File: src/fab_defines.svh
// System address map, register offsets and sizes
// Region decode uses address bits 31:28 only; offsets are the low 16 address bits
`ifndef FAB_DEFINES_SVH
`define FAB_DEFINES_SVH

// ==================================================
// Region codes on adr[31:28]
// ==================================================
`define MAP_RAM   4'h8
`define MAP_CLINT 4'h3
`define MAP_PBUS  4'h2

// RAM depth in 32-bit words
`define RAM_WORDS  256
// GPIO port width, at most 32
`define GPIO_WIDTH 16

// CLINT register offsets
`define CLINT_MSIP        16'h0000
`define CLINT_MTIMECMP_LO 16'h4000
`define CLINT_MTIMECMP_HI 16'h4004
`define CLINT_MTIME_LO    16'hBFF8
`define CLINT_MTIME_HI    16'hBFFC

// GPIO register offsets
`define GPIO_OUT 16'h0000
`define GPIO_IN  16'h0004

`endif

File: src/wb_pkg.sv
// Wishbone B4 pipelined bus types, 32-bit address and data
// Request and response travel as one packed struct each
`default_nettype none

package wb_pkg;

  // Bus widths
  typedef logic [31:0] wb_adr_t;
  typedef logic [31:0] wb_dat_t;
  typedef logic [3:0]  wb_sel_t;

  // Cycle type identifier
  typedef enum logic [2:0] {
    CLASSIC = 3'b000,
    CONST   = 3'b001,
    INCR    = 3'b010,
    EOB     = 3'b111
  } wb_cti_e;

  // Master to slave request
  typedef struct packed {
    wb_adr_t    adr;
    wb_dat_t    dat;
    wb_sel_t    sel;
    logic       we;
    wb_cti_e    cti;
    logic [1:0] bte;
    logic       cyc;
    logic       stb;
  } wb_master_t;

  // Slave to master response
  typedef struct packed {
    wb_dat_t dat;
    logic    ack;
    logic    err;
    logic    rty;
    logic    stall;
  } wb_slave_t;

endpackage

`default_nettype wire

File: src/fab_pkg.sv
// System level types for the fabric
// GPIO width comes from the defines header
`default_nettype none

`include "fab_defines.svh"

package fab_pkg;

  // Slave index, room for up to four slaves
  typedef logic [1:0] slave_idx_t;

  // Machine timer value and compare
  typedef logic [63:0] mtime_t;

  // GPIO port word
  typedef logic [`GPIO_WIDTH-1:0] gpio_t;

endpackage

`default_nettype wire

File: src/wb_clint.sv
// Core local interruptor with msip, mtime and mtimecmp; full-word writes, sel ignored
// Unlisted offsets read as zero and still ack
`timescale 1ns/1ns
`default_nettype none

`include "fab_defines.svh"

module wb_clint
  import wb_pkg::*;
  import fab_pkg::*;
(
  input  wire        clk_i,
  input  wire        rst_ni,
  input  wb_master_t wb_i,
  output wb_slave_t  wb_o,
  output logic       timer_irq_o,
  output logic       soft_irq_o
);

  logic [15:0] off;
  logic        req;
  logic        ack_q;
  logic        msip_q;
  mtime_t      mtime_q;
  mtime_t      mtimecmp_q;
  logic        timer_irq_q;
  wb_dat_t     rd_dat;
  wb_dat_t     dat_q;

  assign off = wb_i.adr[15:0];
  assign req = wb_i.cyc && wb_i.stb;

  // ==================================================
  // Register file and timer
  // ==================================================
  always_ff @(posedge clk_i) begin
    if (!rst_ni) begin
      ack_q       <= 1'b0;
      msip_q      <= 1'b0;
      mtime_q     <= '0;
      mtimecmp_q  <= '1;
      timer_irq_q <= 1'b0;
    end else begin
      ack_q       <= req;
      timer_irq_q <= (mtime_q >= mtimecmp_q);
      // Free running, a write below overrides the increment
      mtime_q     <= mtime_q + 64'd1;
      if (req && wb_i.we) begin
        case (off)
          `CLINT_MSIP:        msip_q <= wb_i.dat[0];
          `CLINT_MTIMECMP_LO: mtimecmp_q[31:0] <= wb_i.dat;
          `CLINT_MTIMECMP_HI: mtimecmp_q[63:32] <= wb_i.dat;
          `CLINT_MTIME_LO:    mtime_q <= {mtime_q[63:32], wb_i.dat};
          `CLINT_MTIME_HI:    mtime_q <= {wb_i.dat, mtime_q[31:0]};
          default: ;
        endcase
      end
    end
  end

  // Read mux
  always_comb begin
    case (off)
      `CLINT_MSIP:        rd_dat = {31'd0, msip_q};
      `CLINT_MTIMECMP_LO: rd_dat = mtimecmp_q[31:0];
      `CLINT_MTIMECMP_HI: rd_dat = mtimecmp_q[63:32];
      `CLINT_MTIME_LO:    rd_dat = mtime_q[31:0];
      `CLINT_MTIME_HI:    rd_dat = mtime_q[63:32];
      default:            rd_dat = '0;
    endcase
  end

  always_ff @(posedge clk_i) begin
    if (req && !wb_i.we) begin
      dat_q <= rd_dat;
    end
  end

  assign wb_o.dat   = dat_q;
  assign wb_o.ack   = ack_q;
  assign wb_o.err   = 1'b0;
  assign wb_o.rty   = 1'b0;
  assign wb_o.stall = 1'b0;

  assign timer_irq_o = timer_irq_q;
  assign soft_irq_o  = msip_q;

endmodule

`default_nettype wire

File: config.mk
export PLATFORM = sky130hd
export DESIGN_NAME = wb_clint
export DESIGN_NICKNAME = d
export VERILOG_FILES = /design/src/wb_pkg.sv /design/src/fab_pkg.sv /design/src/wb_clint.sv
export VERILOG_INCLUDE_DIRS = /design/src /design/src/src
export SDC_FILE = /design/constraint.sdc
export NUM_CORES = 1
export LEC_CHECK = 0
export BUFFER_PORTS_ARGS = -buffer_cell sky130_fd_sc_hd__clkbuf_2
export CELL_PAD_IN_SITES_DETAIL_PLACEMENT = 1
export CELL_PAD_IN_SITES_GLOBAL_PLACEMENT = 1
export CORE_UTILIZATION = 48
export CTS_CLUSTER_SIZE = 16
export DETAILED_ROUTE_END_ITERATION = 8
export GPL_TIMING_DRIVEN = 0
export HOLD_SLACK_MARGIN = 0.02
export PLACE_DENSITY = 0.87
export SYNTH_ARGS = -nofsm -noshare
export SYNTH_HDL_FRONTEND = slang
export SYNTH_SLANG_ARGS = --single-unit
File: constraint.sdc
create_clock -name clk_i -period 6.2 [get_ports clk_i]
set_clock_uncertainty 0.1 [all_clocks]
set_input_delay 0.62 -clock clk_i [delete_from_list [all_inputs] [get_ports clk_i]]
set_output_delay 0.62 -clock clk_i [all_outputs]
set_load 0.1 [all_outputs]
# Word level (Yosys, flattened, before mapping)
# Cells that the tools add are included.
[totals]
word_cells = 27
out_inout_bits = 38
regBits = 163
input_bits = 78
[op_classes]
n_mux = 3
reduce_logical = 8
addsub = 1
n_lt_le_gt_ge = 1
n_eq_ne = 6
[ops]
columns = ["cell", "n"]
rows = [
  ["32-bit case mux with 5 select lines", 1],
  ["64-bit case mux with 2 select lines", 1],
  ["64-bit by 1-bit adder with 64-bit output, second input constant", 1],
  ["64-bit greater-or-equal comparator", 1],
  ["64-bit two-way mux", 1],
  ["16-bit by 15-bit equality test with 1-bit output, second input constant", 2],
  ["16-bit equality test, second input constant", 2],
  ["16-bit zero test", 1],
  ["2-bit AND reduction", 3],
  ["2-bit inequality test, second input constant", 2],
  ["1-bit logical AND", 3],
  ["1-bit zero test", 1],
]

# Longest topological paths before layout
# Gate-level depths: netlist (run 1).
[logic_depth]
word_depth = 3
depth_mapped = 9

# Least setup slack after synthesis (run 1)
# Ideal clock, no wire load.
[synth_path]
kind = "input port to flip-flop"
from = "input wb_i[44] (netlist name)"
to = "register mtime_q[36]"
path_stages = 9
path_slack_ps = 3599
t_arrival_ps = 2373
path_cell_list = "nand4bb_1 -> or4_1 -> clkbuf_1 -> nor2_1 -> buf_2 -> buf_2 -> nor2_1 -> a222oi_1 -> nor2_1"
[synth_via]
elab_chain_len = 3
elab_cells_between_ends = 5
classes_between = "eq/ne (3); mux (2)"
[synth_rtl]
columns = ["item", "line_no", "source"]
rows = [
  ["start, declared", "wb_clint.sv:14", "input wb_master_t wb_i,"],
  ["16-bit equality test", "wb_clint.sv:49", "case (off)"],
  ["64-bit case mux with 2 select lines", "wb_clint.sv:49", ""],
  ["64-bit two-way mux", "wb_clint.sv:48", "if (req && wb_i.we) begin"],
  ["end signal, assigned", "wb_clint.sv:47", "mtime_q <= mtime_q + 64'd1;"],
  ["end signal, assigned", "wb_clint.sv:53", "`CLINT_MTIME_LO: mtime_q <= {mtime_q[63:32], wb_i.dat};"],
  ["end signal, assigned", "wb_clint.sv:54", "`CLINT_MTIME_HI: mtime_q <= {wb_i.dat, mtime_q[31:0]};"],
  ["end, declared", "wb_clint.sv:24", "mtime_t mtime_q;"],
]
# Several ways; a longest one is shown, not always the timed one.
# A chain may end at the register's enable or synchronous reset.

# Worst setup path in the final report (run 1)
[layout_path]
from = "input wb_i[44] (netlist name)"
to = "register mtime_q[25]"
# The elaborated chain is that of the path after synthesis.

==> out/results.ini, run 1 <==
[cells_and_area]
drive_above_1_share_pct = 12.1
stdcell_area_um2 = 11000
syn_to_final_growth_pct = 14.3
diodes = 0
final_nets = 1376

[worst_setup_path]
worstPathRequired_ps = 6450
rrSetupSlack_ps = 2860
critical_path.max_fanout = 10
cp-endpoint = mtime_q[25]
crit_start = wb_i[44]
max_stage_delay_ps = 870
cp-end-kind = flip-flop
rr_worst_depth = 8
path_cells = clkbuf_2 -> nand4bb_1 -> or4_1 -> clkbuf_1 -> nor3_1 -> clkbuf_1 -> o21ai_0 -> a21oi_1
cp_slowest_cell = nor3_1
rr_startpoint = mtime_q[1]
reg2reg_to = mtime_q[56]
crit_path_frequent_cell = clkbuf_1
worst-setup-path-type = in -> reg
startpoint_type = primary input
crit_arrival_ps = 3650

[power_and_ir_drop]
ir_drop_uv = 158
p_int_uw = 1720
switching_share_pct = 24.4
power_uw = 2280
p_leak_uw = 0.00475
power_per_cell_area_nw_per_um2 = 207
combPwrFrac_pct = 6.2
clkPwrFrac_pct = 46.1
switching_power_uw = 555
pwr-share-seq_pct = 47.7

[route]
drc = 0
drt-initial-drc-count = 981
first_pass_iters = 5
vias_per_cell = 6.40
wl_per_cell_um = 24.1
ant_nets = 0
routed_wl_um = 36400
vias = 9674

[floorplan]
row_count = 51
die_w_um = 143
ios = 116
die_h_um = 143
core_um2 = 19500
die-area_um2 = 20600
initial_core_util_pct = 49.2

[clock_tree]
numCtsBuffers = 17
htree_levels = 4
cts_resized = 0
cts_root_buf = clkbuf_16
cts_buffer_depth = 2
clk_latency_ps = 440
holdBufCountCts = 0
cts.clk_slew.worst_paths_ps = 60
cts_tree = done
cts_setup_buffers = 0
clock_sink_count = 163

[synth]
synth-edff-count = 32
syn_area_per_cell_um2 = 8.54
async_reset_ff_share_pct = 0
post-synth-top-count-cell = dfxtp_1
synth_top_cell_by_area = dfxtp_1
yosysSeqAreaShare_pct = 37.3
synth_flop_cell = dfxtp_1
synth_seq_cells = 163
synth_cell_types = 63
synthCells = 1124
synth_top_area_share_pct = 27.3
synth.cell_area_um2 = 9600
synthTopCellsByArea = dfxtp_1, edfxtp_1, ha_1
synthTopCellsByCount = dfxtp_1, nand2_1, nor2_1
yosysWarnings = 0

[timing]
fin_crit_sh_pct = 54.8
slew_headroom_pct = 16.3
period_needed_ps = 3400
worstMarginPinSlew_ps = 1250
drv_slew = 0
setup_tns_ps = 0
rsz0062_at_grt = no
finalHoldViolations = 0
setup_viol_count_final = 0
fmax_ghz = 0.294
setup_slack_ps = 2800

[global_route]
grt.total_usage_pct = 36.5
grt_pass1_vias = 10000
overflow = 0
grt_max_degree = 18
grt_pass1_wl_um = 56300
antenna_found_initial = 0

[run_status]
status = complete, no violations

[flow_run]
cap_viol_max_count = 0

[placed_design]
port_buffers = 87
dpl.hpwl_um = 26800
place.gp.congestion = 0.928
dp_slack_ps = 2490
postPlaceCellArea_um2 = 10400

[worst_hold_path]
min_path_type = in -> reg

-- cell type report --
cell class	instances	area (um2)
Timing Repair Buffer	88	463
Buffer	69	285
Sequential cell	163	3580
Clock buffer	22	454
Inverter	74	278
Multi-Input combinational cell	820	5480
Tap cell	265	332
Clock inverter	10	109
Fill cell	2385	8540
-- layout by cell type, fill, tap and decap left out, drive strengths merged, types with 32 or more instances in the layout --
cell type / n
o211ai: 71
mux2i: 47
clkbuf: 160
nand2: 127
dfxtp: 131
nand4: 37
nor2: 80
ha: 65
o21ai: 58
edfxtp: 32
inv: 73
a21oi: 61
nand3: 38
-- per-stage QoR --
step | util, % | cells | hold slack, ps
floorplan | - | 1126 | 363
global placement | 53.2 | 1478 | 400
detailed placement | 53.3 | 1479 | 411
CTS | 56.2 | 1511 | 371
global route | 56.2 | 1511 | 390
finish | 56.2 | 1511 | 370
-- power by group through the flow --
stage	Combinational [uW]	Clock [uW]	Sequential (uW)
after floorplan	57.9	0	1120
after global placement	133	0	1110
after detailed placement	137	0	1110
after CTS	137	1050	1090
after global routing	146	1090	1090
final	141	1050	1090
-- sequential cells by signal, indices dropped and copies added, names as in the netlist --
signal,count
dat_q,32
mtime_q,64
ack_q,1
mtimecmp_q,64
timer_irq_o,1
soft_irq_o,1
-- routing by layer --
metal / vias to the layer above / share of wire (%) / GRT usage (%)
met2: 414 / 47 / 60.0
met5: - / 0 / 0
met3: 116 / 6.9 / 6.96
met4: 0 / 4.4 / 17.7
li1: 4397 / - / -
met1: 4747 / 42 / 45.8
-- worst min-delay path by stage --
stage,slack (ps),to,cells past startpoint,from
after global routing,390,mtimecmp_q[50],3,wb_i[30]
after floorplan,360,mtimecmp_q[0],2,mtimecmp_q[0]
after detailed placement,410,mtimecmp_q[0],2,mtimecmp_q[0]
final,370,mtime_q[16],3,wb_i[28]
after global placement,400,mtimecmp_q[0],2,mtimecmp_q[0]
after CTS,370,mtime_q[17],3,wb_i[29]
-- cell families (layout without fill, tap and decap cells) --
logic type	count (synthesis)	in the layout	synth area share (%)
buf+inv	143	263	5.86
fa+ha+maj	65	65	8.47
xor+xnor	18	18	1.64
flops	163	163	37.3
mux	60	60	6.42
other cells	1	3	0.0390
compound gates	292	292	20.7
simple gates	382	382	19.6
-- critical path: cells and delay by family --
| family | cells | cell delay [ps] |
|---|---|---|
| buf+inv | 3 | 1040 |
| compound gates | 2 | 400 |
| simple gates | 3 | 1580 |
Note: power is estimated with default switching activity, not from simulation.
==> run 2: changes to the inputs <==
Settings changed: CORE_UTILIZATION 48 to 45, PLACE_DENSITY 0.87 to 0.82.
Clock period 6.2 ns to 3.15 ns, I/O delays scaled along.
==> run 2 against run 1 <==
Power is 100% higher. Final cell count is 0.66% higher. Flip-flop and latch count stayed put. Global-route usage is 2.0 points lower. Non-clock buffer count stayed put. Core utilization is 3.5 points lower. Worst setup slack worse by 2700 ps. Sequential share of layout area is 0.18 points lower. Critical endpoint is now mtime_q[56].
==> out/results.ini, run 2 (synthesized netlist as in run 1, its figures left out) <==
[timing]
period_needed_ps = 3020
drv_slew = 0  ; unchanged
setup_viol_count_final = 0  ; unchanged
rsz0062_at_grt = no
fin_crit_sh_pct = 96.0
slew_headroom_pct = 10.6  ; -5.6 points
worstMarginPinSlew_ps = 1330  ; +74.9 ps
finalHoldViolations = 0  ; unchanged
fmax_ghz = 0.331
whs_ps = 60.9  ; -309 ps

[global_route]
grt_pass1_wl_um = 56900  ; +1.1%
overflow = 0  ; unchanged
antenna_found_initial = 0  ; unchanged
grt_max_degree = 19  ; +1
grt.total_usage_pct = 34.5  ; -2.0 points
grt_pass1_vias = 10000  ; +0.38%

[worst_setup_path]
max_stage_delay_ps = 570  ; -300 ps
rr_worst_depth = 8  ; unchanged
rrSetupSlack_ps = 130  ; -2730 ps
worst-setup-path-type = reg -> reg
reg2reg_to = mtime_q[56]
critical_path.max_fanout = 10  ; unchanged
startpoint_type = flip-flop
worstPathRequired_ps = 3410  ; -3040 ps
rr_startpoint = mtime_q[13]
cp-end-kind = flip-flop
crit_arrival_ps = 3290  ; -360 ps
cp_slowest_cell = nor4_1
path_cells = nand3_1 -> clkbuf_1 -> nor4_1 -> and4_1 -> buf_2 -> nand3_2 -> or3_1 -> a31oi_1

[route]
drt-initial-drc-count = 848  ; -14%
drc = 0  ; unchanged
routed_wl_um = 36900  ; +1.4%
vias = 9812  ; +1.4%
first_pass_iters = 6  ; +1
ant_nets = 0  ; unchanged
wl_per_cell_um = 24.3  ; +0.71%
vias_per_cell = 6.45  ; +0.76%

[clock_tree]
cts_tree = done
cts.clk_slew.worst_paths_ps = 70  ; about the same
clock_sink_count = 163  ; unchanged
cts_buffer_depth = 2  ; unchanged
htree_levels = 4  ; unchanged
clk_latency_ps = 440  ; about the same
cts_root_buf = clkbuf_16
numCtsBuffers = 17  ; unchanged
cts_setup_buffers = 0  ; unchanged
holdBufCountCts = 0  ; unchanged

[cells_and_area]
diodes = 0  ; unchanged
top_regs = mtime_q (64), mtimecmp_q (64), dat_q (32)
final_common_cell = dfxtp_1
syn_to_final_growth_pct = 15.0
final_cells = 1521  ; +0.66%
final_cell_mix = dfxtp_1, nand2_1, clkbuf_2
seq_area_um2 = 3580  ; unchanged
fillCellCount = 2593  ; +8.7%
multi_input_area_um2 = 5510  ; +0.62%
drive_above_1_share_pct = 12.4  ; +0.32 points
final_nets = 1376  ; unchanged
stdcell_area_um2 = 11000  ; +0.57%

[floorplan]
row_count = 53  ; +3.9%
ios = 116  ; unchanged
die_h_um = 148  ; +3.2%
die-area_um2 = 21900  ; +6.6%
die_w_um = 148  ; +3.2%
core_um2 = 21000  ; +7.3%
initial_core_util_pct = 45.8  ; -3.4 points

[power_and_ir_drop]
p_leak_uw = 0.00475  ; about the same
power_per_cell_area_nw_per_um2 = 413  ; +99%
power_uw = 4560  ; +100%
ir_drop_uv = 291  ; +84%

[worst_hold_path]
min_to = mtimecmp_q[24]
hold_start = wb_i[36]
hold_path_depth = 3  ; unchanged
min_path_type = in -> reg

[flow_run]
cap_viol_max_count = 0  ; unchanged

[placed_design]
dpl.hpwl_um = 26900  ; +0.41%
port_buffers = 87  ; unchanged
postPlaceCellArea_um2 = 10400  ; +0.12%
placedCellCount = 1489  ; +0.68%
place.gp.congestion = 0.930  ; +0.19%

[run_status]
status = complete, no violations

run 2: cell count changes in the layout (fill, tap and decap cells not counted), sizes merged:
| cell | change |
|---|---|
| clkinv | -3 |
| clkbuf | +1 |
| clkinvlp | +1 |
| bufinv | +1 |
run 2: repair_timing:
item	CTS	global route
gates resized for setup	2	5
endpoints found under the setup margin	2	33
gates cloned	0	0
run 2: routing by layer:
layer / share of wire (%) / global-route usage [%] / wire length [um] / vias up
li1: - / - / - / 4400
met1: 42 / 43.5 / 15400 / 4829
met2: 46 / 56.3 / 17100 / 450
met3: 7.6 / 7.02 / 2800 / 133
met4: 4.4 / 16.6 / 1620 / 0
met5: 0 / 0 / 0 / -
run 2: how the worst max path moves through the flow:
stage	from	end	slack, ps	cells after the start
after global routing	mtime_q[0]	mtime_q[56]	30	8
after CTS	wb_i[44]	mtime_q[25]	60	8
after detailed placement	wb_i[44]	mtime_q[21]	-360	8
final	mtime_q[13]	mtime_q[56]	130	8
after global placement	wb_i[44]	mtime_q[25]	-360	8
after floorplan	mtime_q[0]	mtime_q[42]	740	7
run 2: per-stage QoR:
step / utilization (%) / setup WS [ps] / setup TNS (ps)
after floorplan: - / 743 / 0
after global placement: 49.6 / -355 / -18350
after detailed placement: 49.8 / -359 / -10680
after CTS: 52.6 / 64.9 / 0
after global routing: 52.7 / 28.6 / 0
final: 52.7 / 127 / 0
run 2: cell type report:
class / instances / area share, %
multi-input combinational: 820 / 49.9
sequential: 163 / 32.4
timing repair buffer: 88 / 4.19
clock buffer: 23 / 4.06
tap: 275 / 3.12
buffer: 69 / 2.58
inverter: 74 / 2.52
clock inverter: 9 / 1.19
run 2: worst max-delay path: cells and delay by family, from the launching register on:
family | cells | cell delay (ps)
AND/OR/NAND/NOR | 5 | 1650
flip-flops | 1 | 500
AO/OA/AOI/OAI | 1 | 160
buffers and inverters | 2 | 520
run 2: power by group:
group          internal, uW  switching [uW]  total, uW
clock network          1250             903       2150
registers              2130            7.50       2140
logic                  75.4             203        279
==> run 3: changes to the inputs <==
Settings changed: ABC_AREA set to 1, CORE_UTILIZATION 45 to 43.
==> run 3 against run 2 <==
Die area increased by 21%. Worst setup slack improved by 190 ps. Maximum frequency increased by 6.7%. Design area increased by 14%. Register-to-register slack improved by 190 ps. Combinational power increased by 4%. Synthesized area increased by 16%. Largest cell class unchanged. Highest routed layer unchanged.
==> out/results.ini, run 3 <==
[run_status]
status = complete, no violations

[synth]
synthAdderAreaFrac_pct = 7.32  ; -1.1 points
synthTopCellsByCount = nand2_1, inv_1, nor2_1
synth_top_cell_by_area = dfxtp_1
async_reset_ff_share_pct = 0  ; unchanged
synth_flop_cell = dfxtp_1
synth_compound_area_share_pct = 19.3  ; -1.4 points
synthMuxAreaShare_pct = 0  ; -6.4 points
yosysSeqAreaShare_pct = 32.3  ; -5.0 points
syn_area_per_cell_um2 = 6.98  ; -18%
synth.cell_area_um2 = 11100  ; +16%
synth_seq_cells = 163  ; unchanged
synth_top_area_share_pct = 23.6  ; -3.7 points
synth-simple-area-share_pct = 26.5  ; +7.0 points
synthTopCellsByArea = dfxtp_1, nand2_1, edfxtp_1
synth_top_family_by_area = simple AND/OR/NAND/NOR gates
synthCells = 1592  ; +42%
synth_cell_types = 52  ; -17%
post-synth-top-count-cell = nand2_1
yosysWarnings = 0  ; unchanged
synth-edff-count = 32  ; unchanged
synth_xor_area_share_pct = 2.76  ; +1.1 points

[clock_tree]
cts_tree = done
cts_buffer_depth = 2  ; unchanged
cts.clk_slew.worst_paths_ps = 80  ; about the same
cts_resized = 0  ; -2
clk_latency_ps = 440  ; about the same
cts_root_buf = clkbuf_16
holdBufCountCts = 0  ; unchanged
cts_setup_buffers = 0  ; unchanged
numCtsBuffers = 17  ; unchanged
htree_levels = 4  ; unchanged
clock_sink_count = 163  ; unchanged

[timing]
worstMarginPinSlew_ps = 1150  ; -183 ps
rsz0062_at_grt = no
whs_ps = 45.8  ; -15.1 ps
fmax_ghz = 0.353  ; +6.7%
period_needed_ps = 2830  ; -191 ps
setup_viol_count_final = 0  ; unchanged
fin_crit_sh_pct = 89.9  ; -6.1 points
drv_slew = 0  ; unchanged
slew_headroom_pct = 23.6  ; +13 points
finalHoldViolations = 0  ; unchanged

[global_route]
grt_max_degree = 18  ; -1
grt_pass1_vias = 12300  ; +23%
grt.total_usage_pct = 42.8  ; +8.3 points
overflow = 0  ; unchanged
antenna_found_initial = 0  ; unchanged
grt_pass1_wl_um = 80600  ; +42%

[power_and_ir_drop]
switching_power_uw = 1280  ; +15%
power_per_cell_area_nw_per_um2 = 363  ; -12%
pwr-share-seq_pct = 46.9  ; about the same
switching_share_pct = 28.1  ; +3.7 points
p_leak_uw = 0.00593  ; +25%
p_int_uw = 3280  ; -5.0%
clkPwrFrac_pct = 46.7  ; -0.4 points
ir_drop_uv = 303  ; +3.9%
combPwrFrac_pct = 6.4  ; +0.3 points
power_uw = 4560  ; -0.11%

[worst_hold_path]
hold_start = wb_i[12]
min_path_type = in -> reg

[worst_setup_path]
worstPathRequired_ps = 3370  ; -40 ps
crit_start = mtime_q[46]
cp_slowest_cell = nor2_1
crit_path_frequent_cell = nand2_1
path_cells = nand2_1 -> nor2_1 -> nand2_1 -> nor2_1 -> nand2_1 -> o21ai_1 -> nand2_1 -> a21oi_1 -> nor2_1
crit_arrival_ps = 3050  ; -240 ps
cp-end-kind = flip-flop
critical_path.max_fanout = 6  ; -4
rr_startpoint = mtime_q[46]
startpoint_type = flip-flop
rrSetupSlack_ps = 320  ; +190 ps
max_stage_delay_ps = 590  ; +20 ps
worst-setup-path-type = reg -> reg

[cells_and_area]
fillCellCount = 3363  ; +30%
diodes = 0  ; unchanged
final_cell_mix = nand2_1, inv_1, nor2_1
syn_to_final_growth_pct = 13.2
final_nets = 1844  ; +34%
final_common_cell = nand2_1
drive_above_1_share_pct = 13.0  ; +0.57 points
top_regs = mtime_q (64), mtimecmp_q (64), dat_q (32)
final_cells = 2044  ; +34%

[route]
routed_wl_um = 56000  ; +52%
drt-initial-drc-count = 1284  ; +51%
wl_per_cell_um = 27.4  ; +13%
drc = 0  ; unchanged
vias_per_cell = 6.04  ; -6.3%
first_pass_iters = 5  ; -1
ant_nets = 0  ; unchanged
vias = 12400  ; +26%

[floorplan]
die_w_um = 163  ; +9.9%
die-area_um2 = 26500  ; +21%
initial_core_util_pct = 44.0  ; -1.9 points
row_count = 58  ; +9.4%
die_h_um = 163  ; +9.9%
ios = 116  ; unchanged
core_um2 = 25300  ; +21%

[placed_design]
placedCellCount = 2012  ; +35%
place.gp.congestion = 1.03  ; +11%
dpl.hpwl_um = 43200  ; +61%
port_buffers = 86  ; -1.1%

[flow_run]
cap_viol_max_count = 0  ; unchanged

==> run 3: final cells by class <==
cell class	instances	area, um2	share of cell area, %
repair buffers	88	465	3.70
plain buffers	70	348	2.77
clock buffers	19	453	3.60
well taps	330	413	3.28
inverters	257	967	7.69
clock inverters	13	114	0.906
multi-input cells	1104	6230	49.5
flip-flops and latches	163	3580	28.5
==> run 3: path summary, 6_finish.rpt <==
| path | endpoint | cells past startpoint |
|---|---|---|
| max | mtime_q[55] | 9 |
| min | soft_irq_o | 3 |
| max reg2reg | mtime_q[55] | 9 |
| min reg2reg | mtimecmp_q[14] | 2 |
==> run 3: worst max-delay path, delay by kind of cell (launching register included) <==
family          cells  cell delay [ps]
simple gates        7             1790
compound gates      2              300
flops               1              510
==> run 3: through the flow <==
| stage | utilization, % | setup TNS (ps) | setup WS (ps) | instance area (um2) |
|---|---|---|---|---|
| 6_report | 49.8 | 0 | 318 | 12600 |
| 2_1_floorplan | - | 0 | 895 | 11100 |
| 3_3_place_gp | 47.3 | -13770 | -436 | 12000 |
| 5_1_grt | 49.8 | 0 | 254 | 12600 |
| 4_1_cts | 49.8 | 0 | 438 | 12600 |
| 3_5_place_dp | 47.5 | 0 | 392 | 12000 |
==> run 3: logic make-up (layout without fill, tap and decap cells) <==
family | after synthesis | in the layout
AND/OR/NAND/NOR | 653 | 653
AO/OA/AOI/OAI | 348 | 348
buffers and inverters | 327 | 447
flip-flops | 163 | 163
adder cells (fa/ha/maj) | 65 | 65
XOR/XNOR | 35 | 35
other | 1 | 3
==> run 3: power groups by stage <==
stage / sequential, uW / combinational [uW] / clock [uW]
2_1_floorplan: 2240 / 115 / 0
4_1_cts: 2140 / 284 / 2120
3_5_place_dp: 2190 / 283 / 0
5_1_grt: 2140 / 305 / 2200
3_3_place_gp: 2190 / 269 / 0
6_report: 2140 / 290 / 2130
==> run 3: per-layer routing <==
layer	up-vias	global-route usage (%)	wire, um	part of all wire (%)
met5	-	0	0	0
met4	0	22.8	3010	5.4
met3	161	9.50	5000	8.9
met2	630	68.9	25500	46
met1	6031	53.2	22500	40
li1	5531	-	-	-
